--- src/common/fm_post_pkg.sv ---
// shared widths, lane types and drain FSM encoding, imported by every block of the post stage
package fm_post_pkg;

    // parallel output channels per position
    localparam int NUM_LANES = 6;

    localparam int PSUM_WIDTH = 32;
    localparam int PIXEL_WIDTH = 8;

    // one lane's partial sum or accumulated value
    typedef logic signed [PSUM_WIDTH-1:0] psum_t;

    // output byte, also one reference entry
    typedef logic [PIXEL_WIDTH-1:0] pixel_t;

    // one bit per lane, used for the guard mask
    typedef logic [NUM_LANES-1:0] lane_mask_t;

    // pass count and pass index
    typedef logic [7:0] pass_t;

    // lane index during drain, 0..NUM_LANES-1
    typedef logic [2:0] lane_sel_t;

    // drain FSM
    typedef enum logic [1:0] {
        DR_IDLE = 2'd0,
        DR_RUN  = 2'd1,
        DR_DONE = 2'd2
    } drain_state_t;

endpackage
--- src/common/tile_ctrl_if.sv ---
// control bundle between counters, drain FSM, psum buffer and write-back; one instance in the top
`timescale 1ns/10ps
interface tile_ctrl_if
    import fm_post_pkg::*;
#(
    parameter int TILE_DEPTH = 4
) ();
    localparam int POS_W = (TILE_DEPTH > 1) ? $clog2(TILE_DEPTH) : 1;

    // accumulation side, from tile_counter
    logic             tile_end;     // last strobe of last pass
    logic             last_pass;
    logic             first_pass;
    logic [POS_W-1:0] accum_pos;

    // from tile_fsm
    logic             fill_bank;    // bank being accumulated
    logic             drain_busy;
    logic             diff_en;      // latched per tile
    logic             ref_zero;

    // drain side, from tile_counter
    logic [POS_W-1:0] drain_pos;
    lane_sel_t        drain_lane;
    logic             drain_last;   // final byte of the tile

    modport counter (output tile_end, last_pass, first_pass, accum_pos,
                     output drain_pos, drain_lane, drain_last, input drain_busy);
    modport fsm     (input tile_end, drain_last,
                     output fill_bank, drain_busy, diff_en, ref_zero);
    modport accum   (input first_pass, last_pass, accum_pos, fill_bank, drain_pos);
    modport wback   (input drain_busy, diff_en, ref_zero, drain_pos, drain_lane);

endinterface

--- src/source/fm_post_top.sv ---
// post-processing stage top: accumulate six-lane psums into ping-pong banks and drain them as bytes
`timescale 1ns/10ps
module fm_post_top
    import fm_post_pkg::*;
#(
    parameter int TILE_DEPTH = 4
) (
    input  logic                            clk,
    input  logic                            rst_n,
    input  logic                            psum_valid_i,
    input  logic [NUM_LANES*PSUM_WIDTH-1:0] psum_i,        // lane 0 in the low bits
    input  pass_t                           pass_num_i,
    input  pixel_t                          bias_i,
    input  logic                            diff_mode_i,
    input  logic                            ref_init_i,
    output pixel_t                          wb_data_o,
    output logic                            wb_valid_o,
    output lane_mask_t                      guard_o,
    output logic                            guard_valid_o,
    output logic                            wb_finish_o
);

    psum_t psum_lane [NUM_LANES];
    psum_t drain_data [NUM_LANES];   // finished bank at drain_pos

    tile_ctrl_if #(.TILE_DEPTH(TILE_DEPTH)) u_ctrl ();

    always_comb begin
        for (int l = 0; l < NUM_LANES; l++) begin
            psum_lane[l] = psum_i[l*PSUM_WIDTH +: PSUM_WIDTH];
        end
    end

    tile_counter #(.TILE_DEPTH(TILE_DEPTH)) u_tile_counter (
        .clk          (clk),
        .rst_n        (rst_n),
        .psum_valid_i (psum_valid_i),
        .pass_num_i   (pass_num_i),
        .ctrl         (u_ctrl.counter)
    );

    tile_fsm u_tile_fsm (
        .clk         (clk),
        .rst_n       (rst_n),
        .diff_mode_i (diff_mode_i),
        .ref_init_i  (ref_init_i),
        .wb_finish_o (wb_finish_o),
        .ctrl        (u_ctrl.fsm)
    );

    psum_accum #(.TILE_DEPTH(TILE_DEPTH)) u_psum_accum (
        .clk          (clk),
        .rst_n        (rst_n),
        .psum_valid_i (psum_valid_i),
        .psum_lane_i  (psum_lane),
        .bias_i       (bias_i),
        .ctrl         (u_ctrl.accum),
        .drain_data_o (drain_data)
    );

    write_back #(.TILE_DEPTH(TILE_DEPTH)) u_write_back (
        .clk           (clk),
        .rst_n         (rst_n),
        .ctrl          (u_ctrl.wback),
        .drain_data_i  (drain_data),
        .wb_data_o     (wb_data_o),
        .wb_valid_o    (wb_valid_o),
        .guard_o       (guard_o),
        .guard_valid_o (guard_valid_o)
    );

endmodule

--- src/writeback/write_back.sv ---
// serializes the six lane bytes of each position and emits the guard mask with the lane-5 byte
`timescale 1ns/10ps
module write_back
    import fm_post_pkg::*;
#(
    parameter int TILE_DEPTH = 4
) (
    input  logic       clk,
    input  logic       rst_n,
    tile_ctrl_if.wback ctrl,
    input  psum_t      drain_data_i [NUM_LANES],
    output pixel_t     wb_data_o,
    output logic       wb_valid_o,
    output lane_mask_t guard_o,
    output logic       guard_valid_o
);

    localparam lane_sel_t LANE_LAST = lane_sel_t'(NUM_LANES - 1);

    psum_t                lane_val;
    pixel_t               lane_byte;   // diff_relu output lags the drain counters by a cycle
    logic                 vld_d1;
    lane_sel_t            lane_d1;
    logic [NUM_LANES-2:0] guard_acc;   // guard bits of lanes 0..4

    assign lane_val = drain_data_i[ctrl.drain_lane];

    diff_relu #(.TILE_DEPTH(TILE_DEPTH)) u_diff_relu (
        .clk        (clk),
        .rst_n      (rst_n),
        .ctrl       (ctrl),
        .lane_val_i (lane_val),
        .byte_o     (lane_byte)
    );

    always_ff @(posedge clk or negedge rst_n) begin
        if (!rst_n) begin
            vld_d1        <= 1'b0;
            lane_d1       <= '0;
            guard_acc     <= '0;
            wb_data_o     <= '0;
            wb_valid_o    <= 1'b0;
            guard_o       <= '0;
            guard_valid_o <= 1'b0;
        end else begin
            vld_d1     <= ctrl.drain_busy;
            lane_d1    <= ctrl.drain_lane;
            wb_valid_o <= vld_d1;
            guard_valid_o <= vld_d1 && (lane_d1 == LANE_LAST);
            if (vld_d1) begin
                wb_data_o <= lane_byte;
                if (lane_d1 == LANE_LAST) begin
                    guard_o <= {lane_byte != '0, guard_acc};
                end else begin
                    guard_acc[lane_d1] <= (lane_byte != '0);   // guard bit = byte nonzero
                end
            end
        end
    end

endmodule

--- src/writeback/diff_relu.sv ---
// per-lane delta against the stored reference, then ReLU and saturation to one registered byte
`timescale 1ns/10ps
module diff_relu
    import fm_post_pkg::*;
#(
    parameter int TILE_DEPTH = 4
) (
    input  logic   clk,
    input  logic   rst_n,
    tile_ctrl_if.wback ctrl,
    input  psum_t  lane_val_i,
    output pixel_t byte_o
);

    localparam int REF_DEPTH = TILE_DEPTH * NUM_LANES;
    localparam int REF_AW = $clog2(REF_DEPTH);

    pixel_t            ref_mem [REF_DEPTH];   // one entry per position and lane
    logic [REF_AW-1:0] ref_addr;
    pixel_t            ref_rd;
    psum_t             ref_ext, sum_ref, relu_sum, relu_ref, delta;
    pixel_t            byte_nxt;

    function automatic pixel_t clip_byte(input psum_t x);
        if (x < 0) return '0;
        else if (x > 255) return 8'hff;
        else return x[PIXEL_WIDTH-1:0];
    endfunction

    assign ref_addr = REF_AW'(ctrl.drain_pos) * REF_AW'(NUM_LANES) + REF_AW'(ctrl.drain_lane);
    assign ref_rd   = ref_mem[ref_addr];

    always_comb begin
        ref_ext  = ctrl.ref_zero ? '0 : {{(PSUM_WIDTH-PIXEL_WIDTH){ref_rd[7]}}, ref_rd};
        sum_ref  = lane_val_i + ref_ext;
        relu_sum = sum_ref[PSUM_WIDTH-1] ? '0 : sum_ref;
        relu_ref = ref_ext[PSUM_WIDTH-1] ? '0 : ref_ext;
        delta    = relu_sum - relu_ref;     // may go negative, clipped below
        byte_nxt = ctrl.diff_en ? clip_byte(delta) : clip_byte(lane_val_i);
    end

    always_ff @(posedge clk or negedge rst_n) begin
        if (!rst_n) begin
            byte_o <= '0;
        end else if (ctrl.drain_busy) begin
            byte_o <= byte_nxt;
        end
    end

    // reference becomes low byte of v + ref
    always_ff @(posedge clk) begin
        if (ctrl.drain_busy && ctrl.diff_en) begin
            ref_mem[ref_addr] <= sum_ref[PIXEL_WIDTH-1:0];
        end
    end

endmodule

--- src/psum/psum_accum.sv ---
// ping-pong partial-sum buffer: accumulates passes into the fill bank, adds bias on the last pass
`timescale 1ns/10ps
module psum_accum
    import fm_post_pkg::*;
#(
    parameter int TILE_DEPTH = 4
) (
    input  logic   clk,
    input  logic   rst_n,
    input  logic   psum_valid_i,
    input  psum_t  psum_lane_i [NUM_LANES],
    input  pixel_t bias_i,
    tile_ctrl_if.accum ctrl,
    output psum_t  drain_data_o [NUM_LANES]
);

    // two banks, TILE_DEPTH positions, six lanes each
    psum_t  bank_mem [2][TILE_DEPTH][NUM_LANES];
    psum_t  acc_nxt [NUM_LANES];
    pixel_t bias_q;      // bias held from the tile's first strobe
    pixel_t bias_sel;
    psum_t  bias_ext;
    logic   tile_start;

    assign tile_start = ctrl.first_pass && (ctrl.accum_pos == '0);
    // single-pass tiles add bias on the very first strobe
    assign bias_sel   = tile_start ? bias_i : bias_q;
    assign bias_ext   = {{(PSUM_WIDTH-PIXEL_WIDTH){1'b0}}, bias_sel};   // zero-extended

    always_ff @(posedge clk or negedge rst_n) begin
        if (!rst_n) begin
            bias_q <= '0;
        end else if (psum_valid_i && tile_start) begin
            bias_q <= bias_i;
        end
    end

    always_comb begin
        for (int l = 0; l < NUM_LANES; l++) begin
            if (ctrl.first_pass) begin
                acc_nxt[l] = psum_lane_i[l];
            end else begin
                acc_nxt[l] = psum_lane_i[l] + bank_mem[ctrl.fill_bank][ctrl.accum_pos][l];
            end
            if (ctrl.last_pass) acc_nxt[l] = acc_nxt[l] + bias_ext;
        end
    end

    always_ff @(posedge clk) begin
        if (psum_valid_i) begin
            for (int l = 0; l < NUM_LANES; l++) begin
                bank_mem[ctrl.fill_bank][ctrl.accum_pos][l] <= acc_nxt[l];
            end
        end
    end

    // drain reads the bank not being filled
    always_comb begin
        for (int l = 0; l < NUM_LANES; l++) begin
            drain_data_o[l] = bank_mem[!ctrl.fill_bank][ctrl.drain_pos][l];
        end
    end

endmodule

--- src/source/tile_fsm.sv ---
// drain FSM: starts a drain on tile end, swaps psum banks, latches the tile's delta mode
`timescale 1ns/10ps
module tile_fsm
    import fm_post_pkg::*;
(
    input  logic   clk,
    input  logic   rst_n,
    input  logic   diff_mode_i,
    input  logic   ref_init_i,
    output logic   wb_finish_o,
    tile_ctrl_if.fsm ctrl
);

    drain_state_t state, state_nxt;
    logic         fin_d;   // DR_DONE delayed, lines up with write-back latency

    always_comb begin
        state_nxt = state;
        case (state)
            DR_IDLE: if (ctrl.tile_end) state_nxt = DR_RUN;
            DR_RUN:  if (ctrl.drain_last) state_nxt = DR_DONE;
            DR_DONE: state_nxt = ctrl.tile_end ? DR_RUN : DR_IDLE;
            default: state_nxt = DR_IDLE;
        endcase
    end

    assign ctrl.drain_busy = (state == DR_RUN);

    always_ff @(posedge clk or negedge rst_n) begin
        if (!rst_n) begin
            state          <= DR_IDLE;
            ctrl.fill_bank <= 1'b0;
            ctrl.diff_en   <= 1'b0;
            ctrl.ref_zero  <= 1'b0;
            fin_d          <= 1'b0;
            wb_finish_o    <= 1'b0;
        end else begin
            state       <= state_nxt;
            fin_d       <= (state == DR_DONE);   // DONE lasts exactly one cycle
            wb_finish_o <= fin_d;
            if (ctrl.tile_end) begin
                // finished bank goes to drain, the other one starts filling
                ctrl.fill_bank <= ~ctrl.fill_bank;
                ctrl.diff_en   <= diff_mode_i;
                ctrl.ref_zero  <= ref_init_i;
            end
        end
    end

endmodule

--- src/source/tile_counter.sv ---
// position/pass counters for accumulation and the lane/position counter for draining a tile
`timescale 1ns/10ps
module tile_counter
    import fm_post_pkg::*;
#(
    parameter int TILE_DEPTH = 4
) (
    input  logic  clk,
    input  logic  rst_n,
    input  logic  psum_valid_i,
    input  pass_t pass_num_i,
    tile_ctrl_if.counter ctrl
);

    localparam int POS_W = (TILE_DEPTH > 1) ? $clog2(TILE_DEPTH) : 1;
    localparam logic [POS_W-1:0] POS_LAST = POS_W'(TILE_DEPTH - 1);
    localparam lane_sel_t LANE_LAST = lane_sel_t'(NUM_LANES - 1);

    pass_t pass_idx;
    logic  pos_end;

    assign pos_end         = (ctrl.accum_pos == POS_LAST);
    assign ctrl.first_pass = (pass_idx == '0);
    assign ctrl.last_pass  = (pass_idx == pass_num_i - 8'd1);
    assign ctrl.tile_end   = psum_valid_i && ctrl.last_pass && pos_end;
    assign ctrl.drain_last = ctrl.drain_busy && (ctrl.drain_lane == LANE_LAST)
                             && (ctrl.drain_pos == POS_LAST);

    always_ff @(posedge clk or negedge rst_n) begin
        if (!rst_n) begin
            ctrl.accum_pos  <= '0;
            pass_idx        <= '0;
            ctrl.drain_pos  <= '0;
            ctrl.drain_lane <= '0;
        end else begin
            if (psum_valid_i) begin
                ctrl.accum_pos <= pos_end ? '0 : ctrl.accum_pos + 1'b1;
                if (pos_end) pass_idx <= ctrl.last_pass ? '0 : pass_idx + 8'd1;
            end
            if (ctrl.drain_busy) begin   // lane first, then position
                if (ctrl.drain_lane == LANE_LAST) begin
                    ctrl.drain_lane <= '0;
                    ctrl.drain_pos  <= (ctrl.drain_pos == POS_LAST) ? '0 : ctrl.drain_pos + 1'b1;
                end else begin
                    ctrl.drain_lane <= ctrl.drain_lane + 3'd1;
                end
            end
        end
    end

endmodule

--- config.mk ---
export PLATFORM = sky130hd
export DESIGN_NAME = fm_post_top
export DESIGN_NICKNAME = d
export VERILOG_FILES = /design/src/common/fm_post_pkg.sv /design/src/common/tile_ctrl_if.sv /design/src/source/fm_post_top.sv /design/src/writeback/write_back.sv /design/src/writeback/diff_relu.sv /design/src/psum/psum_accum.sv /design/src/source/tile_fsm.sv /design/src/source/tile_counter.sv
export SDC_FILE = /design/constraint.sdc
export NUM_CORES = 2
export LEC_CHECK = 0
export BUFFER_PORTS_ARGS = -buffer_cell sky130_fd_sc_hd__buf_2
export CAP_MARGIN = 10
export CORE_ASPECT_RATIO = 0.6
export CORE_MARGIN = 2
export CORE_UTILIZATION = 35
export DETAILED_ROUTE_END_ITERATION = 8
export PLACE_DENSITY = 0.49
export SYNTH_ARGS = -nofsm -noshare
export SYNTH_HDL_FRONTEND = slang
export SYNTH_HIERARCHICAL = 1
export SYNTH_SLANG_ARGS = --single-unit
--- constraint.sdc ---
create_clock -name clk -period 21.6 [get_ports clk]
set_clock_uncertainty 0.1 [all_clocks]
set_input_delay 2.16 -clock clk [delete_from_list [all_inputs] [get_ports clk]]
set_output_delay 2.16 -clock clk [all_outputs]
set_load 0.1 [all_outputs]
## Word level (Yosys, flattened, before mapping)

Memory sizes are Yosys's and may differ from the RTL's.
Cells that the tools add are included.

| cells by class | value |
|---|---|
| bitwise logic cells | 3,845 |
| add/sub/neg operators | 20 |
| equality and inequality tests | 9 |
| magnitude comparators | 10 |
| reductions and logical operators | 20 |
| mux-type cells | 3,902 |
| multipliers | 1 |

Operators with widths:

| operator | number |
|---|---|
| 2-to-1 mux 768 bit | 6 |
| 2-to-1 mux 1 bit | 3,845 |
| bitwise OR 1 bit | 3,840 |
| demux 192 bit (select 2 bit) | 6 |
| 2-to-1 mux 192 bit | 5 |
| binary-select mux 192 bit (select 2 bit) | 2 |
| 2-to-1 mux 32 bit | 16 |
| adder 32 bit | 7 |
| adder 32 x 9 -> 32 bit | 6 |
| 2-to-1 mux 160 bit | 1 |
| 2-to-1 mux 128 bit | 1 |
| binary-select mux 32 bit (select 3 bit) | 1 |
| 2-to-1 mux 96 bit | 1 |
| greater-than comparator 32 x 9 -> 1 bit (second input constant) | 2 |
| < comparator 32 x 1 -> 1 bit (second input constant) | 2 |
| 2-to-1 mux 64 bit | 1 |
| 2-to-1 mux 31 bit | 2 |
| 2-to-1 mux 8 bit | 7 |
| subtractor 31 x 31 -> 32 bit | 1 |
| logical AND 1 bit | 10 |
| AND reduction 2 bit | 5 |
| adder 8 x 1 -> 8 bit (second input constant) | 1 |
| equality test 8 bit | 1 |
| zero test 8 bit | 1 |
| 26 further kinds | 37 |

| word-level totals | value |
|---|---|
| input port bits | 213 |
| flip-flop bits (word level) | 63 |
| memories | 2 |
| RAM bits | 1,728 |
| output and inout port bits | 17 |

Memories:

| memory | depth | bits a word | rd ports | clocked after memory_dff | write ports | line | text |
|---|---|---|---|---|---|---|---|
| u_psum_accum.bank_mem | 2 | 768 | 2 | 0 | 1 | psum_accum.sv:18 | `psum_t bank_mem [2][TILE_DEPTH][NUM_LANES];` |
| u_write_back.u_diff_relu.ref_mem | 24 | 8 | 1 | 0 | 1 | diff_relu.sv:18 | `pixel_t ref_mem [REF_DEPTH];` |

## Longest topological paths before layout

An unclocked memory read counts as a cell.

| logic depth | value |
|---|---|
| word-level depth | 15 |
| gate-level depth with buffers | 36 |
| gate-level depth less buffers | 33 |

## By module

The synthesis kept the hierarchy.

By module, submodules not included:

| module | area each (µm²) | cells each | instances |
|---|---|---|---|
| psum_accum | 92,243.5 | 6,605 | 1 |
| diff_relu | 11,285.8 | 903 | 1 |
| write_back | 2,667.6 | 240 | 1 |
| tile_counter | 1,077.3 | 115 | 1 |
| tile_fsm | 242.7 | 15 | 1 |

## Worst setup path before layout

Ideal clock, no wire load.

| path | value |
|---|---|
| path kind | input to register |
| start | input port psum_valid_i |
| end | memory u_psum_accum/bank_mem[0][384] (netlist bit), enable pin |
| library setup time | 748 ps |
| data required time | 20,752 ps |
| slack | 9,799 ps |
| stages | 6 |
| arrival time | 10,954 ps |
| path buffers | 3 |
| cell sequence | nand2_1 -> or2_2 -> clkbuf_1 -> clkbuf_1 -> clkbuf_1 -> nor2_1 |

| between the ends | value |
|---|---|
| cells in the longest elaborated chain, start to end | 7 |
| elaborated cells on any way between the ends | 12 |

RTL lines:

| element | line | text |
|---|---|---|
| start: declaration | fm_post_top.sv:10 | `input logic psum_valid_i,` |
| 2-to-1 mux 1 bit (*) | psum_accum.sv:50 | `if (psum_valid_i) begin` |
| 2-to-1 mux 768 bit (not written as such) | psum_accum.sv:52 | `bank_mem[ctrl.fill_bank][ctrl.accum_pos][l] <= acc_nxt[l];` |
| bitwise OR 1 bit (no source line) (4 in a row) | - |  |
| bitwise OR 1 bit (no source line) (*) | - |  |
| end: declaration | psum_accum.sv:18 |  |

Every way passes the cells marked *; elsewhere a longest branch is shown, timed or not.

==> results.md <==
* Cell taking the most area after synthesis: edfxtp_1
* Final Hold Violating Endpoints at 0
* Clock-pin slew reported for the worst setup and hold paths after clock tree synthesis at 0.07 ns
* Unrepaired setup endpoints after global routing: no
* Tmin final at 11.34 ns
* Yosys warnings at 6
* Arithmetic-cell share of the synthesized area counting full adders, half adders and majority gates at 3.55%
* Count of buffers from port buffering at 229
* Xor and xnor area share after synthesis at 2.55%
* Reg-to-reg critical path startpoint: u_tile_counter/ctrl.drain_pos[0]$_DFFE_PN0P_
* Initial antenna violation count at 75
* Final count of negative-setup-slack endpoints at 0
* Worst min path class: flip-flop to flip-flop
* Number of buffers created by CTS at 188
* Async set-reset flop share out of synthesis at 3.52%
* Area share of the largest cell type after synthesis at 48.3%
* Initial standard-cell utilization of the core at 35.2%
* Top-level port count at 230
* Clock tree from TritonCTS: done
* Cells after Synth at 7,878
* Hpwl dp at 296 mm
* Iteration count of the initial detailed-routing pass at 6
* Slew at the pin closest to its max-slew limit at 1.38 ns
* Net count after synthesis at 8,387
* Critical Path Max Stage Delay at 0.81 ns
* Die Span X at 720 um
* Proportion of synthesized area in mux cells at 24.2%
* Routed Wire Length at 416 mm
* # Max-Cap Violations at 0
* Number of global-route vias before repair at 73,700
* All-layer global routing usage at 26.1%
* CTS Hold Buffers Added at 0
* Final RePlAce weighted congestion at 0.958
* Area share of and/or/nand/nor cells after synthesis at 7.54%
* Clock root buffer: clkbuf_16
* Total number of H-tree levels at 4
* Number of rows created at floorplan at 157
* Via density at 6.33
* Period utilization at 52.5%
* Maximum net fanout on the critical path at 102
* Iteration-0 DRC Markers at 10,100
* Library cells used by synthesis at 125
* Vias after detailed routing at 77,100
* Deepest clock path buffer count at 4
* Die Span Y at 433 um
* Startpoint of the lowest-slack hold path: u_tile_fsm/fin_d$_DFF_PN0_
* Critical Path Source: u_tile_counter/ctrl.drain_pos[0]$_DFFE_PN0P_
* Average size of a mapped cell at 13.6 um^2
* Most used cell, CP: buf_4
* Slowest stage cell, crit path: buf_4
* Worst path required time at 22.25 ns
* Post CTS Setup Buffer Count at 0
* Dominant combinational cell family by area after synthesis: multiplexers
* Clock sink count at 1,791
* Top flip-flop cell by instance count after synthesis: edfxtp_1
* Core area at 305,000 um^2
* Maximum number of pins on one net before global-route repair at 147
* Data arrival time of the critical path at 12.00 ns
* Post-synthesis instance area at 108,000 um^2
* Routed Antenna Nets at 0
* Worst-skew pair later-pin latency at 0.90 ns
* Synthesis-to-layout area growth at 11.0%
* CP Launch Type: flip-flop
* Total DRC errors in the routed layout at 0
* Fraction of final layout cells with drive strength greater than 1 at 25.8%
* Number of enable flip-flop cells after synthesis at 1,728
* Worst slew margin relative to its limit at 7.38%
* Resized Gates After CTS at 0
* Result of the run: complete, no violations
* Wire length per cell at 34.2 um
* Wire length of the first global-routing pass at 577 mm
* Die area at 312,000 um^2
* Sum of overflow across all layers after global routing at 0
* Synth top area cells: edfxtp_1 (48%), mux4_2 (17%), mux2_2 (4.7%), ha_1 (3.3%), o21ai_0 (2.9%)
* Sequential fraction of the synthesis area at 49.7%
* Max-slew violation total from the final report at 0
* Net count, final at 8,469
* Flops & latches, synth at 1,791
* Critical path class: flip-flop to flip-flop
* Upper clock frequency limit at 88.2 MHz
* Worst Setup End Kind: flip-flop
* Setup tns final at 0 ns
* Complex-gate fraction of the synthesized area at 10.2%
[synthesized netlist by cell type (all sizes together), types with 60 or more instances]
cell / n
edfxtp: 1728
mux4: 812
o21ai: 657
nand2: 607
mux2: 477
a21oi: 376
nor2: 331
clkbuf: 320
ha: 281
mux2i: 231
buf: 181
xnor2: 171
xor2: 136
nor3: 129
a21o: 115
inv: 102
nand4: 87
nand3: 84
nand2b: 67
dfrtp: 63
o21a: 60
[metal layers]
metal | global-route usage, % | vias up | routed length (um)
li1 | - | 31900 | -
met5 | 0 | - | 40
met2 | 36.7 | 4186 | 171000
met3 | 7.50 | 496 | 49700
met1 | 39.5 | 40400 | 186000
met4 | 5.82 | 6 | 9470
[cell usage in the layout (no fill, tap or decap), types with 60 or more instances in the layout]
master and count:
xnor2_1 165, nand2_1 605, nor3_1 123, mux2i_1 231, buf_4 147, nand3_1 82, inv_1 99, o21a_1 60
nand2b_1 65, a21o_1 115, ha_1 280, mux2_2 453, nor2_1 324, nand4_1 86, mux4_2 811, buf_2 228
a21oi_1 372, o21ai_0 625, clkbuf_16 190, edfxtp_1 1728, xor2_1 135
[path summary, 6_finish.rpt]
check	to	slack (ns)	cells after the start
min reg2reg	u_tile_fsm/wb_finish_o$_DFF_PN0_	0.26	0
min	u_tile_fsm/wb_finish_o$_DFF_PN0_	0.26	0
max reg2reg	u_write_back/u_diff_relu/byte_o[0]$_DFFE_PN0P_	10.26	32
max in group asynchronous	u_tile_counter/ctrl.accum_pos[1]$_DFFE_PN0P_	19.12	2
min in group asynchronous	u_write_back/wb_data_o[1]$_DFFE_PN0P_	1.07	1
max	u_write_back/u_diff_relu/byte_o[0]$_DFFE_PN0P_	10.26	32
[layout make-up]
class / count / area [um^2]
multi-input combinational: 5484 / 51900
tap: 4054 / 5070
sequential: 1791 / 53500
timing repair buffer: 393 / 2580
inverter: 102 / 388
antenna: 17 / 42.5
clock buffer: 227 / 4900
fill: 28500 / 186000
clock inverter: 106 / 1030
[critical path: cells and delay by family (launching register included)]
kind,cells,cell delay [ns]
xor gates and xnor gates,1,0.11
and+or+nand+nor,6,0.76
AOI/OAI and AO/OA,13,3.61
buffers and inverters,7,3.52
DFF,1,0.79
muxes,3,1.19
adders and majority gates,2,0.69
[state kept, by name, summed over array words and instances (netlist names), 2 cells and up]
signal                            cells
u_psum_accum/bank_mem              1536
u_psum_accum/bias_q                   8
u_tile_counter/ctrl.accum_pos         2
u_tile_counter/ctrl.drain_lane        3
u_tile_counter/ctrl.drain_pos         2
u_tile_counter/pass_idx               8
u_tile_fsm/state                      2
u_write_back/guard_acc                5
u_write_back/guard_o                  6
u_write_back/lane_d1                  3
u_write_back/u_diff_relu/byte_o       8
u_write_back/u_diff_relu/ref_mem    192
u_write_back/wb_data_o                8
[logic make-up (layout without fill, tap and decap cells)]
group / count (synthesis) / after routing
flops: 1791 / 1791
mux: 1520 / 1520
other cells: 0 / 17
fa+ha+maj: 296 / 296
xor+xnor: 308 / 308
buf+inv: 603 / 828
compound gates: 1716 / 1716
simple gates: 1644 / 1644
[through the flow]
stage          instance area (um^2)  util, %  std cells  hold slack (ns)  worst slack, ns
6_report                     119000     39.1      12200            0.256            10.26
5_1_grt                      119000     39.1      12200            0.271             9.75
4_1_cts                      119000     39.1      12200            0.259            10.35
3_5_place_dp                 113000     37.1      11800            0.244            10.38
3_3_place_gp                 113000     37.1      11800            0.243            10.39
2_1_floorplan                108000        -       7878            0.231             9.80
Power is left out: the tool's default activity adds up to more than one toggle a clock period on the data nets, which glitch-free logic cannot reach.
